`config.mk`:
```
export PLATFORM = sky130hd
export DESIGN_NAME = pd_top
export DESIGN_NICKNAME = d
export VERILOG_FILES = /design/src/logic/pd_pkg.sv /design/src/logic/ifetch.sv /design/src/logic/op_decode.sv /design/src/logic/op_check.sv /design/src/logic/pd_top.sv
export SDC_FILE = /design/constraint.sdc
export NUM_CORES = 1
export LEC_CHECK = 0
export ABC_CLOCK_PERIOD_IN_PS = 4400
export BUFFER_PORTS_ARGS = -buffer_cell sky130_fd_sc_hd__buf_2
export CORE_ASPECT_RATIO = 0.7
export CORE_MARGIN = 1
export CORE_UTILIZATION = 48
export CTS_CLUSTER_DIAMETER = 40
export DETAILED_ROUTE_END_ITERATION = 10
export PLACE_DENSITY = 0.8
export SLEW_MARGIN = 15
export SYNTH_ARGS = -nofsm -noshare
export SYNTH_HDL_FRONTEND = slang
export SYNTH_SLANG_ARGS = --single-unit
```
`constraint.sdc`:
```
create_clock -name clk -period 4.4 [get_ports clk]
set_clock_uncertainty 0.1 [all_clocks]
set_input_delay 0.88 -clock clk [delete_from_list [all_inputs] [get_ports clk]]
set_output_delay 0.88 -clock clk [all_outputs]
set_load 0.005 [all_outputs]
```
`src/logic/pd_pkg.sv`:
```
// Shared definitions of the fetch and decode front end
//   machine word, opcode class and instruction field layout
//   decoded record passed to the downstream sink
//   R0 flag vector and its bit positions
//   IN/OU opcodes, conditional jump flag-select tables, reset PC

package pd_pkg;

	typedef logic [0:15] word_t;	// Bit 0 is the MSB

	// Opcode class, from IR bits 0..5 read as octal
	typedef enum logic [3:0] {
		ILL,		// 000-017
		NORM_A,		// 020-037 normal argument
		NORM_B,		// 040-057 normal argument
		KA1,		// 060-067 short argument
		JS,			// 070 short jumps
		KA2,		// 071 byte and short ops
		CGRP,		// 072 register shifts and misc
		SGRP,		// 073 system ops
		JGRP,		// 074 conditional jumps
		LGRP,		// 075
		GGRP,		// 076
		BNGRP		// 077 B/N group
	} op_class_t;

	typedef struct packed {
		logic [0:5] opcode;	// IR 0..5
		logic d;			// IR 6
		logic [0:2] a;		// IR 7..9
		logic [0:2] b;		// IR 10..12
		logic [0:2] c;		// IR 13..15
	} ir_fields_t;

	typedef struct packed {
		word_t pc;			// Address of the instruction word
		word_t ir;
		word_t arg;			// Valid only with two_word
		logic two_word;
		op_class_t cls;
		ir_fields_t f;
		logic xi;			// Illegal
		logic nef;			// Ineffective
	} pd_rec_t;

	typedef logic [0:8] r0_t;	// Z M V C L E G Y X

	localparam logic [3:0] R0_Z = 4'd0;
	localparam logic [3:0] R0_M = 4'd1;
	localparam logic [3:0] R0_V = 4'd2;
	localparam logic [3:0] R0_C = 4'd3;
	localparam logic [3:0] R0_L = 4'd4;
	localparam logic [3:0] R0_E = 4'd5;
	localparam logic [3:0] R0_G = 4'd6;
	localparam logic [3:0] R0_Y = 4'd7;
	localparam logic [3:0] R0_X = 4'd8;

	localparam logic [0:5] OP_IN = 6'o36;
	localparam logic [0:5] OP_OU = 6'o35;

	// Flag tested by a conditional jump
	typedef struct packed {
		logic chk;			// Jump is conditional
		logic inv;			// Test the inverted flag
		logic [3:0] idx;	// R0 bit position
	} flag_sel_t;

	localparam flag_sel_t SEL_NONE = '{1'b0, 1'b0, 4'd0};	// Always effective

	// JS group, indexed by A
	localparam flag_sel_t [0:7] JS_FLAG_SEL = '{
		SEL_NONE, SEL_NONE, SEL_NONE, SEL_NONE,	// JUS, JLS, ENS, RIS
		'{1'b1, 1'b0, R0_V},	// JVS
		'{1'b1, 1'b0, R0_X},	// JXS
		'{1'b1, 1'b0, R0_Y},	// JYS
		'{1'b1, 1'b0, R0_C}		// JCS
	};

	// J group, indexed by A
	localparam flag_sel_t [0:7] J_FLAG_SEL = '{
		SEL_NONE,				// UJ
		'{1'b1, 1'b0, R0_L},	// JL
		'{1'b1, 1'b0, R0_E},	// JE
		'{1'b1, 1'b0, R0_G},	// JG
		'{1'b1, 1'b0, R0_Z},	// JZ
		'{1'b1, 1'b0, R0_M},	// JM
		'{1'b1, 1'b1, R0_M},	// JN, not M
		SEL_NONE				// LJ
	};

	localparam word_t RESET_PC = 16'h0000;

endpackage

```
`src/logic/ifetch.sv`:
```
// Instruction fetch sequencer
//   Wishbone classic read master, one word per bus cycle
//   program counter, instruction and argument registers
//   valid/ready offer of the held instruction

`timescale 1ns/1ns

module ifetch (
	input  logic clk,
	input  logic rst_n,
	output logic cyc,					// Wishbone master
	output logic stb,
	output logic we,
	output pd_pkg::word_t adr,
	input  pd_pkg::word_t dat_r,
	input  logic ack,
	input  pd_pkg::op_class_t cls,		// Class of the held IR
	output pd_pkg::word_t ir,
	output pd_pkg::word_t arg,
	output pd_pkg::word_t pc,			// Address of IR
	output logic two_word,
	output logic rec_valid,
	input  logic rec_ready
);

	import pd_pkg::*;

	typedef enum logic [1:0] {
		S_INSN,		// Read instruction word
		S_ARG,		// Decide, then read argument word
		S_OFFER		// Hold record until taken
	} fetch_state_t;

	fetch_state_t state;
	word_t fetch_pc;	// Next word to read
	logic ack_insn;
	logic ack_arg;

	assign stb = cyc;		// Single transfer per cycle
	assign we = 1'b0;		// Read only
	assign adr = fetch_pc;	// Moves only at ack, so stable during cycle

	assign ack_insn = cyc & ack & (state == S_INSN);
	assign ack_arg = cyc & ack & (state == S_ARG);

	// Normal argument in the next word when C=0
	assign two_word = ((cls == NORM_A) || (cls == NORM_B)) && (ir[13:15] == 3'b000);

	always_ff @(posedge clk or negedge rst_n) begin
		if (!rst_n) begin
			state <= S_INSN;
			cyc <= 1'b0;
			rec_valid <= 1'b0;
			fetch_pc <= RESET_PC;
		end else begin
			case (state)
				S_INSN: begin
					if (!cyc) begin
						cyc <= 1'b1;	// First read after reset
					end else if (ack) begin
						cyc <= 1'b0;
						fetch_pc <= fetch_pc + 16'd1;
						state <= S_ARG;
					end
				end
				S_ARG: begin
					if (!cyc) begin
						// IR is held here, class is valid
						if (two_word) begin
							cyc <= 1'b1;
						end else begin
							rec_valid <= 1'b1;
							state <= S_OFFER;
						end
					end else if (ack) begin
						cyc <= 1'b0;
						fetch_pc <= fetch_pc + 16'd1;
						rec_valid <= 1'b1;
						state <= S_OFFER;
					end
				end
				S_OFFER: begin
					if (rec_ready) begin
						rec_valid <= 1'b0;
						cyc <= 1'b1;	// Next instruction right after transfer
						state <= S_INSN;
					end
				end
				default: begin
					state <= S_INSN;
					cyc <= 1'b0;
					rec_valid <= 1'b0;
				end
			endcase
		end
	end

	// Payload registers
	always_ff @(posedge clk) begin
		if (ack_insn) begin
			ir <= dat_r;
			pc <= fetch_pc;		// Address just read
		end
		if (ack_arg) begin
			arg <= dat_r;
		end
	end

endmodule

```
`src/logic/op_decode.sv`:
```
// Opcode group and field decoder
//   three 16-way decoders over IR bits 2..5, one per range of IR 0..1
//   merge of the decoder outputs into one opcode class
//   slicing of the D, A, B and C fields

`timescale 1ns/1ns

module op_decode (
	input  pd_pkg::word_t ir,
	output pd_pkg::op_class_t cls,
	output pd_pkg::ir_fields_t f
);

	import pd_pkg::*;

	logic [0:15] dec01;		// 020-037
	logic [0:15] dec10;		// 040-057
	logic [0:15] dec11;		// 060-077

	// One-hot 4-to-16 decoder with enable
	function automatic logic [0:15] dec16(input logic en, input logic [0:3] sel);
		logic [0:15] o;
		o = '0;
		if (en) begin
			o[sel] = 1'b1;
		end
		return o;
	endfunction

	assign dec01 = dec16(ir[0:1] == 2'b01, ir[2:5]);	// LW .. PUFA
	assign dec10 = dec16(ir[0:1] == 2'b10, ir[2:5]);	// AW .. CB
	assign dec11 = dec16(ir[0:1] == 2'b11, ir[2:5]);	// AWT .. B/N

	// 000-017 enable none of the decoders
	always_comb begin
		cls = ILL;
		if (|dec01) begin
			cls = NORM_A;
		end else if (|dec10) begin
			cls = NORM_B;
		end else if (|dec11[0:7]) begin
			cls = KA1;		// AWT TRB IRB DRB CWT LWT LWS RWS
		end else begin
			case (1'b1)
				dec11[8]: cls = JS;
				dec11[9]: cls = KA2;
				dec11[10]: cls = CGRP;
				dec11[11]: cls = SGRP;
				dec11[12]: cls = JGRP;
				dec11[13]: cls = LGRP;
				dec11[14]: cls = GGRP;
				dec11[15]: cls = BNGRP;
				default: cls = ILL;
			endcase
		end
	end

	// Field slicing
	assign f.opcode = ir[0:5];
	assign f.d = ir[6];		// Indirect / sign bit
	assign f.a = ir[7:9];	// Register A
	assign f.b = ir[10:12];	// B-modifier
	assign f.c = ir[13:15];	// Register C, 0 for next-word argument

endmodule

```
`src/logic/op_check.sv`:
```
// Illegal and ineffective instruction detection
//   illegal rules for empty opcodes, S, B/N, C groups and IN/OU in user mode
//   conditional jump test against the R0 flags for JS and J groups

`timescale 1ns/1ns

module op_check #(
	parameter bit inou_user_illegal = 1'b1	// IN/OU trap in user mode
) (
	input  pd_pkg::op_class_t cls,
	input  pd_pkg::ir_fields_t f,
	input  logic q,					// User mode
	input  pd_pkg::r0_t r0,
	output logic xi,
	output logic nef
);

	import pd_pkg::*;

	logic a_hi;			// A is 5, 6 or 7
	logic s_ill;
	logic bn_ill;
	logic c_ill;
	logic io_ill;
	flag_sel_t sel;
	logic jump_nef;

	assign a_hi = (f.a >= 3'd5);

	// Unused S codes, and the whole group for user
	assign s_ill = (cls == SGRP) & (a_hi | q);
	// Upper B/N codes are privileged
	assign bn_ill = (cls == BNGRP) & a_hi & q;
	// Unassigned C group codes
	assign c_ill = (cls == CGRP) & (f.b[0] | (f.b[1] & f.b[2]));
	assign io_ill = ((f.opcode == OP_IN) | (f.opcode == OP_OU)) & q & inou_user_illegal;

	assign xi = (cls == ILL) | s_ill | bn_ill | c_ill | io_ill;

	// Flag select for conditional jumps
	always_comb begin
		sel = SEL_NONE;
		if (cls == JS) begin
			sel = JS_FLAG_SEL[f.a];
		end else if (cls == JGRP) begin
			sel = J_FLAG_SEL[f.a];
		end
	end

	assign jump_nef = sel.chk & ~(r0[sel.idx] ^ sel.inv);	// Condition not met

	assign nef = xi | jump_nef;

endmodule

```
`src/logic/pd_top.sv`:
```
// Fetch and decode front end
//   instruction fetch over Wishbone
//   opcode class and field decode
//   illegal and ineffective check
//   packing of the downstream record

`timescale 1ns/1ns

module pd_top #(
	parameter bit inou_user_illegal = 1'b1
) (
	input  logic clk,
	input  logic rst_n,
	output logic cyc,
	output logic stb,
	output logic we,
	output pd_pkg::word_t adr,
	input  pd_pkg::word_t dat_r,
	input  logic ack,
	input  logic q,
	input  pd_pkg::r0_t r0,
	output pd_pkg::pd_rec_t rec,
	output logic rec_valid,
	input  logic rec_ready
);

	import pd_pkg::*;

	word_t ir;
	word_t arg;
	word_t pc;
	logic two_word;
	op_class_t cls;
	ir_fields_t f;
	logic xi;
	logic nef;

	ifetch u_fetch (
		.clk(clk),
		.rst_n(rst_n),
		.cyc(cyc),
		.stb(stb),
		.we(we),
		.adr(adr),
		.dat_r(dat_r),
		.ack(ack),
		.cls(cls),			// Needed for the argument decision
		.ir(ir),
		.arg(arg),
		.pc(pc),
		.two_word(two_word),
		.rec_valid(rec_valid),
		.rec_ready(rec_ready)
	);

	op_decode u_decode (
		.ir(ir),
		.cls(cls),
		.f(f)
	);

	op_check #(
		.inou_user_illegal(inou_user_illegal)
	) u_check (
		.cls(cls),
		.f(f),
		.q(q),
		.r0(r0),
		.xi(xi),
		.nef(nef)
	);

	assign rec = '{pc: pc, ir: ir, arg: arg, two_word: two_word,
		cls: cls, f: f, xi: xi, nef: nef};

endmodule

```
# Word level (Yosys, flattened, before mapping)
# Memories as Yosys holds them, arrays and structs flattened.
# Index checks and enable logic that the tools add are counted.
totals:
  ff_bits: 68
  mem_bits_ro: 96
  n_memories: 2
  elab_cells: 114
  out_inout_bits: 91
memory_table:
  columns: ["name", "depth", "word_bits", "rd", "rd_clocked_by_memory_dff", "wr", "line", "rtl"]
  rows:
  - ["(no name shown)", 8, 6, 1, 0, 0, "op_check.sv:44", "sel = JS_FLAG_SEL[f.a];"]
  - ["(no name shown)", 8, 6, 1, 0, 0, "op_check.sv:46", "sel = J_FLAG_SEL[f.a];"]
classes:
  addsub: 1
  bitwise: 24
  n_reduce_logical: 13
  n_eq_ne: 19
  muxes: 43
  magnitude_cmp: 5
ops:
  columns: ["cell", "count"]
  rows:
  - ["16-bit two-way mux", 3]
  - ["4-bit two-way mux", 11]
  - ["6-bit two-way mux", 6]
  - ["16-bit OR reduction", 2]
  - ["16-bit by 1-bit adder with 16-bit output (second input constant)", 1]
  - ["4-bit by 3-bit == test with 1-bit output (second input constant)", 3]
  - ["6-bit by 5-bit == test with 1-bit output (second input constant)", 2]
  - ["1-bit two-way mux", 12]
  - ["2-bit two-way mux", 6]
  - ["1-bit AND", 10]
  - ["5-bit greater-or-equal comparator (second input constant)", 2]
  - ["4-bit inverter with 5-bit output", 2]
  - ["4-bit == test (second input constant)", 2]
  - ["1-bit OR", 8]
  - ["8-bit OR reduction", 1]
  - ["2-bit == test (second input constant)", 3]
  - ["1-bit one-hot mux with 3 select lines", 2]
  - ["2-bit one-hot mux with 3 select lines", 1]
  - ["5-bit by 1-bit less-than comparator with 1-bit output (second input constant)", 1]
  - ["5-bit AND reduction", 1]
  - ["1-bit binary-select mux with 4-bit select", 1]
  - ["1-bit demux with 4-bit select", 1]
  - ["2-bit by 1-bit == test with 1-bit output (second input constant)", 2]
  - ["4-bit by 1-bit == test with 1-bit output (second input constant)", 1]
  - ["18 further kinds", 21]

# Depth between registers and ports, before layout
# Gate-level depths: netlist of the first run.
logic_depth:
  depth_word: 28
  ltp_mapped: 10
  depth_no_buf: 8

# Cells and area by module
# A second synthesis of the first run with hierarchy kept.
hier_totals:
  cells_unflattened: 227
  area_unflattened_um2: 3066.7
by_module_without_submodules:
  columns: ["module", "cells_per_inst", "n_inst", "area_each_um2"]
  rows:
  - ["ifetch", 135, 1, 2419.8]
  - ["op_check", 65, 1, 465.4]
  - ["op_decode", 24, 1, 158.9]
  - ["pd_top", 3, 1, 22.5]

# Least setup slack after synthesis of the first run
# OpenSTA, ideal clock, no wires.
synth_path:
  kind: "input -> register"
  start: "input port ack"
  end: "register u_fetch.ir[0], enable pin"
  setup_ns: 0.463
  stages: 2
  arrival_ns: 3.189
  path_buffers: 0
  path_slack_ns: 0.649
  path_cell_list: "nand2_1 -> nor3_1"
synth_via:
  elab_chain_cells: 2
synth_rtl:
  columns: ["element", "line", "rtl"]
  rows:
  - ["start, declared", "pd_top.sv:19", "input logic ack,"]
  - ["1-bit AND (2 in a row)", "ifetch.sv:43", "assign ack_insn = cyc & ack & (state == S_INSN);"]
  - ["via u_fetch.ack_insn", "ifetch.sv:36", "logic ack_insn;"]
  - ["end signal, assigned", "ifetch.sv:101", "ir <= dat_r;"]
  - ["end, declared", "ifetch.sv:18", "output pd_pkg::word_t ir,"]
# The timed path passes the listed nets, and every way through them passes these cells.
# A chain may end at the register's enable or synchronous reset.

==> results of run 1 <==
synth_stat cells, types with 2 or more instances:
master | n | area (sq um)
a21oi_1 | 6 | 30.0
a221oi_1 | 2 | 17.5
and2_1 | 2 | 12.5
and3_1 | 3 | 18.8
and3b_2 | 2 | 20.0
buf_2 | 4 | 20.0
buf_4 | 21 | 158
dfrtp_1 | 20 | 500
edfxtp_1 | 48 | 1440
ha_1 | 7 | 87.6
inv_1 | 6 | 22.5
mux2_2 | 2 | 22.5
nand2_1 | 16 | 60.1
nand2b_1 | 2 | 12.5
nand3_1 | 7 | 35.0
nand4_1 | 7 | 43.8
nand4b_1 | 2 | 17.5
nor2_1 | 12 | 45.0
nor2b_1 | 3 | 18.8
o2111ai_1 | 3 | 26.3
o21a_1 | 5 | 37.5
o21ai_0 | 2 | 10.0
o21ai_1 | 3 | 15.0
o21bai_1 | 2 | 15.0
or2_1 | 2 | 12.5
xnor2_1 | 13 | 114
xor2_1 | 3 | 26.3
layer usage:
metal  global-route usage (%)  wire length, um
met1                     23.1             2660
met2                     33.1             2970
met3                     6.96              540
met4                     6.16               79
met5                        0                0
logic make-up (layout without fill, tap and decap cells):
| family | count (synthesis) | in the layout | synth area share (%) |
|---|---|---|---|
| DFF | 68 | 68 | 63.9 |
| other | 1 | 1 | 0.123 |
| buffers and inverters | 32 | 142 | 6.96 |
| xor gates and xnor gates | 16 | 16 | 4.61 |
| and+or+nand+nor | 69 | 69 | 12.6 |
| adders and majority gates | 7 | 7 | 2.88 |
| muxes | 3 | 3 | 1.07 |
| AOI/OAI and AO/OA | 33 | 33 | 7.87 |
cells in the final DEF (no fill, tap or decap), types with 3 or more instances in the layout:
cell type	Yosys	layout
and3_1	3	3
a21oi_1	6	6
o21ai_1	3	3
nand3_1	7	7
edfxtp_1	48	48
o2111ai_1	3	3
dfrtp_1	20	20
nand4_1	7	7
buf_2	4	119
nand2_1	16	16
clkbuf_8	0	9
nor2_1	12	12
xnor2_1	13	13
xor2_1	3	3
ha_1	7	7
o21a_1	5	5
nor2b_1	3	3
inv_1	6	6
sequential cells by signal, indices dropped and copies added (netlist names):
register / cells
u_fetch.state: 2
u_fetch.adr: 16
u_fetch.rec_valid: 1
u_fetch.pc: 16
u_fetch.arg: 16
u_fetch.ir: 16
u_fetch.cyc: 1
per-stage QoR:
step / area (sq um) / setup WS, ps
after CTS: 3740 / 806
after detailed placement: 3550 / 1190
after floorplan: 3040 / 649
final: 3740 / 820
after global placement: 3550 / 1280
after global routing: 3740 / 593
area by class of cell:
type                    count  share of cell area (%)
repair buffers            120                    16.1
well taps                  75                    2.51
flip-flops and latches     68                    51.9
multi-input cells         129                    23.8
clock buffers              10                    3.41
inverters                   6                   0.602
clock inverters             6                    1.74
report_power, final:
part           leakage [nW]  switching, mW  total [mW]  internal (mW)
Sequential            0.708          0.121       0.972          0.851
Combinational         0.846          0.251       0.471          0.220
Clock                0.0962          0.226       0.488          0.262
Total                  1.65          0.599        1.93           1.33
worst paths after layout:
check	end	from	slack, ps	cells past startpoint
worst min register to register	u_fetch.adr[15]	u_fetch.adr[15]	400	1
worst max register to register	u_fetch.pc[11]	u_fetch.cyc	2250	3
max in group asynchronous	u_fetch.adr[10]	rst_n	3510	1
min in group clk	u_fetch.adr[15]	u_fetch.adr[15]	400	1
worst max-delay path	rec[0]	u_fetch.ir[7]	820	9
worst min-delay path	u_fetch.adr[5]	rst_n	380	1
worst reg2reg max path: cells and delay by family, from the launching register on:
family / cells / cell delay [ps]
AND/OR/NAND/NOR: 2 / 860
flip-flops: 1 / 430
buffers and inverters: 1 / 430
==> results.env, run 1 <==
RUN_STATUS='completed'
HOLD_PATH_CLASS='in -> async'
SYNTH.LIB_CELLS_USED.DISTINCT=51
CLK_PIN_SLEW_WORST_SETUP_HOLD_PATHS_PS=70
CLOCKBUFFERDEPTH=2
FINALWEIGHTEDCONGESTION=0.844
POSTCTSSETUPREPAIRBUFS=0
CLOCK_LATENCY_ON_THE_WORST_SKEW_PAIR_PS=330
ANTENNA_CELLS_INSERTED=0
GRT_SETUP_UNREPAIRED='false'
POSTLAYOUTCOREUTIL_PCT=63.5
ROUTED_WIRELENGTH_MM=6.25
VIA_COUNT=2173
SYNTH_FF_TYPE='edfxtp_1'
TIMING.CRITICAL_PATH.FANOUT_MAX=9
CTS_HOLD_BUFFERS=0
CRIT_FAMILY='compound AO/OA/AOI/OAI gates'
TIMING.FMAX_GHz=0.279
TRITONCTS='done'
CAP_VIOLATIONS=0
COREAREA_SQ_UM=5900
SETUP_VIOLATIONS=0
PERIOD_MINUS_SLACK_PS=3580
DETAIL_ROUTE.ITER0.VIOLATIONS=116
FLOORPLAN.INITIALDENSITY_PCT=51.5
SLOWEST_STAGE='edfxtp_1'
CELL_AREA_AFTER_SYNTHESIS_SQ_UM=3040
MULTI_INPUT_COMB_AREA_SQ_UM=890
FINAL-HOLD-VIOLATION-COUNT=0
WORST_HOLD_SLACK_PS=380
IO_BUFFERS=119
YS_FF_LATCH=68
DIE_HEIGHT_UM=68.6
WORST_PATH_LARGEST_CELL_DELAY_PS=520
DETAIL_ROUTE.VIAS_PER_CELL=5.25
SYNTH_CELLS=229
REMAINING_GLOBAL_ROUTE_OVERFLOW=0
SYNTH_AREA_PER_CELL_SQ_UM=13.3
SYNTH_NETS=266
CLOCK_SINK_COUNT=68
CHIPWIDTH_UM=97.1
STDCELL_COUNT=414
FILLERINSTANCES=460
GRT_ANTENNA_BEFORE_REPAIR=0
SYNTH_EDF_COUNT=48
PATH_BUF_INV=2
DPL.CELL_COUNT=398
FINALPOWER_mW=1.93
DIE-AREA_SQ_UM=6660
TOTALNEGATIVESETUPSLACK_PS=0
MIN_PERIOD_OVER_PERIOD_PCT=81.4
TIMING.SETUP.CRITICAL_PATH_CLASS='reg -> out'
AREA_GROWTH_SYN_TO_LAYOUT_PCT=23.2
GLOBAL_ROUTE_WIRE_LENGTH_BEFORE_REPAIR_MM=9.63
GRT_USAGE_PCT=19.2
GRT_START_MAX_NET_PINS=23
CLOCK_TREE.HTREE_LEVEL_COUNT=3
CP-START-KIND='register'
CTS_ROOT_BUF='clkbuf_8'
ROUTE.ANTENNA.REMAINING_NETS=0
YOSYSWARNINGS=0
POWER_PER_CELL_AREA_nW_PER_UM2=516
PLACEMENTROWS=23
WL_PER_CELL_UM=15.1
DPL.HPWL_MM=4.63
REQUIRED_PS=3420
RATIO_OF_CELLS_WITH_DRIVE_ABOVE_1_IN_THE_FINAL_LAYOUT_PCT=42.5
NUMBER_OF_CLOCK_BUFFERS_INSERTED_BY_TRITONCTS=9
WORST_PIN_SLEW_PS=961
ARRIVAL_PS=2600
WORST_SETUP_PATH_END_KIND='output port'
DRT-PASS1-ITER-COUNT=4
FINAL_NET_COUNT=371
SEQUENTIAL_AREA_SHARE_AFTER_SYNTHESIS_PCT=63.9
STATIC-LEAKAGE-POWER_nW=1.65
VDD_IR_DROP_MAX_mV=0.396
VIAS_IN_THE_FIRST_GLOBAL_ROUTE=1974
MAXSLEWVIOLCOUNT=0
SEQ_AREA_SQ_UM=1940
DRC_ERRORS=0
DESIGN.PORTCOUNT=121
POST_CTS.RESIZED_INSTANCES=0
REL_SLEW_SLACK_PCT=35.6
TIMING.CRITICAL_PATH.CELLS='inv_1 > ha_1 > or3b_1 > o221ai_1 > a21oi_1 > o2111ai_1 > nor4_1 > a311o_1 > buf_2'
SYNTH_ASYNC_RESET_RATIO_PCT=29.4
Power figures use the tool's default switching activity.
==> inputs of run 2 (changes only) <==
--- a/config.mk
+++ b/config.mk
@@ -5,14 +5,15 @@
 export SDC_FILE = /design/constraint.sdc
 export NUM_CORES = 1
 export LEC_CHECK = 0
-export ABC_CLOCK_PERIOD_IN_PS = 4400
+export ABC_AREA = 1
+export ABC_CLOCK_PERIOD_IN_PS = 3200
 export BUFFER_PORTS_ARGS = -buffer_cell sky130_fd_sc_hd__buf_2
 export CORE_ASPECT_RATIO = 0.7
 export CORE_MARGIN = 1
-export CORE_UTILIZATION = 48
+export CORE_UTILIZATION = 44
 export CTS_CLUSTER_DIAMETER = 40
 export DETAILED_ROUTE_END_ITERATION = 10
-export PLACE_DENSITY = 0.8
+export PLACE_DENSITY = 0.77
 export SLEW_MARGIN = 15
 export SYNTH_ARGS = -nofsm -noshare
 export SYNTH_HDL_FRONTEND = slang
==> constraint.sdc (replaced) <==
create_clock -name clk -period 3.2 [get_ports clk]
set_clock_uncertainty 0.1 [all_clocks]
set_input_delay 0.64 -clock clk [delete_from_list [all_inputs] [get_ports clk]]
set_output_delay 0.64 -clock clk [all_outputs]
set_load 0.005 [all_outputs]
==> results.env, run 2 <==
DPL.HPWL_MM=4.68  # +1.1%
SYNTH_NETS=302  # +14%
LAYOUT.CELLS.MOST_COMMON_LIST='buf_2 (119), edfxtp_1 (48), inv_1 (35)'
GRT_SETUP_UNREPAIRED='false'
YOSYS.AREA.TOP_TYPE_SHARE_PCT=46.8  # -0.69 points
CTS_HOLD_BUFFERS=0  # unchanged
POWER_PER_CELL_AREA_nW_PER_UM2=666  # +29%
STATIC-LEAKAGE-POWER_nW=1.86  # +13%
GLOBAL_ROUTE_WIRE_LENGTH_BEFORE_REPAIR_MM=10.0  # +3.9%
DRT-PASS1-ITER-COUNT=5  # +1
MAXSLEWVIOLCOUNT=0  # unchanged
CP-START-KIND='register'
DPL.CELL_COUNT=457  # +15%
FINAL_NET_COUNT=414  # +12%
REMAINING_GLOBAL_ROUTE_OVERFLOW=0  # unchanged
CTS_ROOT_BUF='clkbuf_8'
SEQUENTIAL_AREA_SHARE_AFTER_SYNTHESIS_PCT=63.0  # -0.93 points
GRT_USAGE_PCT=18.2  # -1.0 points
VIA_COUNT=2226  # +2.4%
SETUP_VIOLATIONS=0  # unchanged
TOTALNEGATIVESETUPSLACK_PS=0  # unchanged
CLOCK_SINK_COUNT=68  # unchanged
WORST_SETUP_PATH_END_KIND='output port'
ARRIVAL_PS=2260  # -340 ps
SYNTHMOSTINSTANTIATEDCELL='edfxtp_1'
FINAL_COMMON_CELL='buf_2'
DESIGN.PORTCOUNT=121  # unchanged
YS_FF_LATCH=68  # unchanged
DETAIL_ROUTE.ITER0.VIOLATIONS=84  # -28%
SYNTH_AREA_LEADERS='edfxtp_1 (47%), dfrtp_1 (16%), buf_4 (5.1%), inv_1 (4.3%), nand2_1 (3.8%)'
SYNTH.LARGEST_AREA_CELL='edfxtp_1'
SYNTH_FF_TYPE='edfxtp_1'
GRT_START_MAX_NET_PINS=21  # -8.7%
FINALWEIGHTEDCONGESTION=0.824  # -2.4%
FLOORPLAN.INITIALDENSITY_PCT=45.6  # -5.9 points
ANTENNA_CELLS_INSERTED=0  # unchanged
VDD_IR_DROP_MAX_mV=0.479  # +21%
PLACEMENTROWS=25  # +8.7%
IO_BUFFERS=119  # unchanged
TRITONCTS='done'
VIAS_IN_THE_FIRST_GLOBAL_ROUTE=2199  # +11%
FINAL-HOLD-VIOLATION-COUNT=0  # unchanged
CLOCKBUFFERDEPTH=2  # unchanged
CLK_PIN_SLEW_WORST_SETUP_HOLD_PATHS_PS=70  # about the same
NUMBER_OF_CLOCK_BUFFERS_INSERTED_BY_TRITONCTS=9  # unchanged
TIMING.FMAX_GHz=0.333
TIMING.SETUP.CRITICAL_PATH_CLASS='reg -> out'
RUN_STATUS='completed'
STDCELL_COUNT=476  # +15%
CAP_VIOLATIONS=0  # unchanged
YOSYSWARNINGS=0  # unchanged
REQUIRED_PS=2460  # -960 ps
DIE-AREA_SQ_UM=7350  # +10%
MIN_PERIOD_OVER_PERIOD_PCT=93.8
SYNTH_AREA_PER_CELL_SQ_UM=11.6  # -12%
DIE_HEIGHT_UM=72.0  # +5.1%
RATIO_OF_CELLS_WITH_DRIVE_ABOVE_1_IN_THE_FINAL_LAYOUT_PCT=41.9  # -0.59 points
SYNTH.LIB_CELLS_USED.DISTINCT=35  # -31%
WL_PER_CELL_UM=13.4  # -11%
ROUTED_WIRELENGTH_MM=6.40  # +2.4%
PERIOD_MINUS_SLACK_PS=3000
CLOCK_LATENCY_ON_THE_WORST_SKEW_PAIR_PS=340  # about the same
FILLERINSTANCES=596  # +30%
DRC_ERRORS=0  # unchanged
CHIPWIDTH_UM=102  # +5.1%
SYNTH_ASYNC_RESET_RATIO_PCT=29.4  # unchanged
SYNTH.CELLS.MOST_FREQUENT='edfxtp_1 (48), inv_1 (35), nand2_1 (31)'
HOLD_PATH_CLASS='in -> async'
ROUTE.ANTENNA.REMAINING_NETS=0  # unchanged
AREA_GROWTH_SYN_TO_LAYOUT_PCT=25.4
GRT_ANTENNA_BEFORE_REPAIR=0  # unchanged
TIMING.CRITICAL_PATH.FANOUT_MAX=6  # -3
SYNTH_EDF_COUNT=48  # unchanged
CELL_AREA_AFTER_SYNTHESIS_SQ_UM=3080  # +1.5%
DETAIL_ROUTE.VIAS_PER_CELL=4.68  # -11%
COREAREA_SQ_UM=6760  # +15%
SYNTH_CELLS=265  # +16%
CLOCK_TREE.HTREE_LEVEL_COUNT=3  # unchanged
==> run 2: cell count changes in the layout (fill, tap and decap cells not counted), sizes merged, moves of 3 or more <==
cell	delta
a21oi	-3
a31oi	+3
buf	+4
inv	+36
nand2	+18
nand3	+12
nor2	+8
nor2b	-4
o21a	-4
or2	-3
xnor2	-7
xor2	+7
==> run 2: repair_timing <==
item | in CTS | in global routing
setup buffers | 0 | 3
setup endpoints to repair | 0 | 1
resized for setup | 0 | 1
==> run 2: power breakdown <==
part	total [mW]	leakage, nW	internal, mW	switching [mW]
combinational	0.593	1.07	0.254	0.338
sequential	1.30	0.690	1.15	0.147
clock	0.686	0.0927	0.360	0.326
==> run 2: worst max-delay path, cell delays in order (launching register included) <==
cell and delay [ps]:
edfxtp_1 480, nor2_2 240, nand2_1 120, nor2_4 170, nand2_2 110, nand2_2 130, nand2_1 80, nand3_1 80
nand3_1 80, nand3_1 100, nand2_1 50, nand2_1 50, nand3_1 60, nand2_1 70, buf_2 100
==> run 2: cells by family (layout without fill, tap and decap cells) <==
kind of cell | Yosys count | count (layout) | synth area share (%)
AND/OR/NAND/NOR | 90 | 90 | 15.5
flip-flops | 68 | 68 | 63.0
buffers and inverters | 65 | 182 | 10.6
AO/OA/AOI/OAI | 18 | 18 | 3.49
XOR/XNOR | 16 | 16 | 4.55
adder cells (fa/ha/maj) | 7 | 7 | 2.84
other | 1 | 1 | 0.122
==> run 2: path summary, 6_finish.rpt <==
check	start	endpoint	slack [ps]	cells past startpoint
max	u_fetch.ir[11]	rec[0]	200	14
max reg2reg	u_fetch.cyc	u_fetch.pc[15]	1250	5
min reg2reg	u_fetch.adr[15]	u_fetch.adr[15]	410	1
max in group asynchronous	rst_n	u_fetch.adr[15]	2560	1
min	rst_n	u_fetch.adr[14]	130	1
min in group clk	dat_r[0]	u_fetch.ir[0]	380	1
==> run 2: final cells by class <==
| cell class | instances | area [sq um] | share of cell area (%) |
|---|---|---|---|
| clock buffers | 10 | 128 | 3.30 |
| flip-flops and latches | 68 | 1940 | 50.2 |
| multi-input cells | 132 | 826 | 21.4 |
| well taps | 94 | 118 | 3.04 |
| repair buffers | 124 | 633 | 16.4 |
| clock inverters | 6 | 63.8 | 1.65 |
| inverters | 42 | 158 | 4.08 |
==> run 2: layer usage <==
metal	vias to the layer above	GRT usage (%)	wire (um)
li1	1084	-	-
met1	1036	21.5	2770
met2	97	30.9	3060
met3	9	6.84	509
met4	0	5.24	59
met5	-	0	0
==> run 2: per-stage QoR <==
step / hold slack, ps / instance area, sq um / util [%] / worst slack, ps / total power, mW
2_1_floorplan: 244 / 3080 / - / 358 / 1.65
3_3_place_gp: 384 / 3650 / 54.0 / 656 / 1.88
3_5_place_dp: 405 / 3650 / 54.0 / 544 / 1.90
4_1_cts: 128 / 3840 / 56.9 / 139 / 2.60
5_1_grt: 151 / 3870 / 57.2 / 1.90 / 2.73
6_report: 128 / 3870 / 57.2 / 198 / 2.58
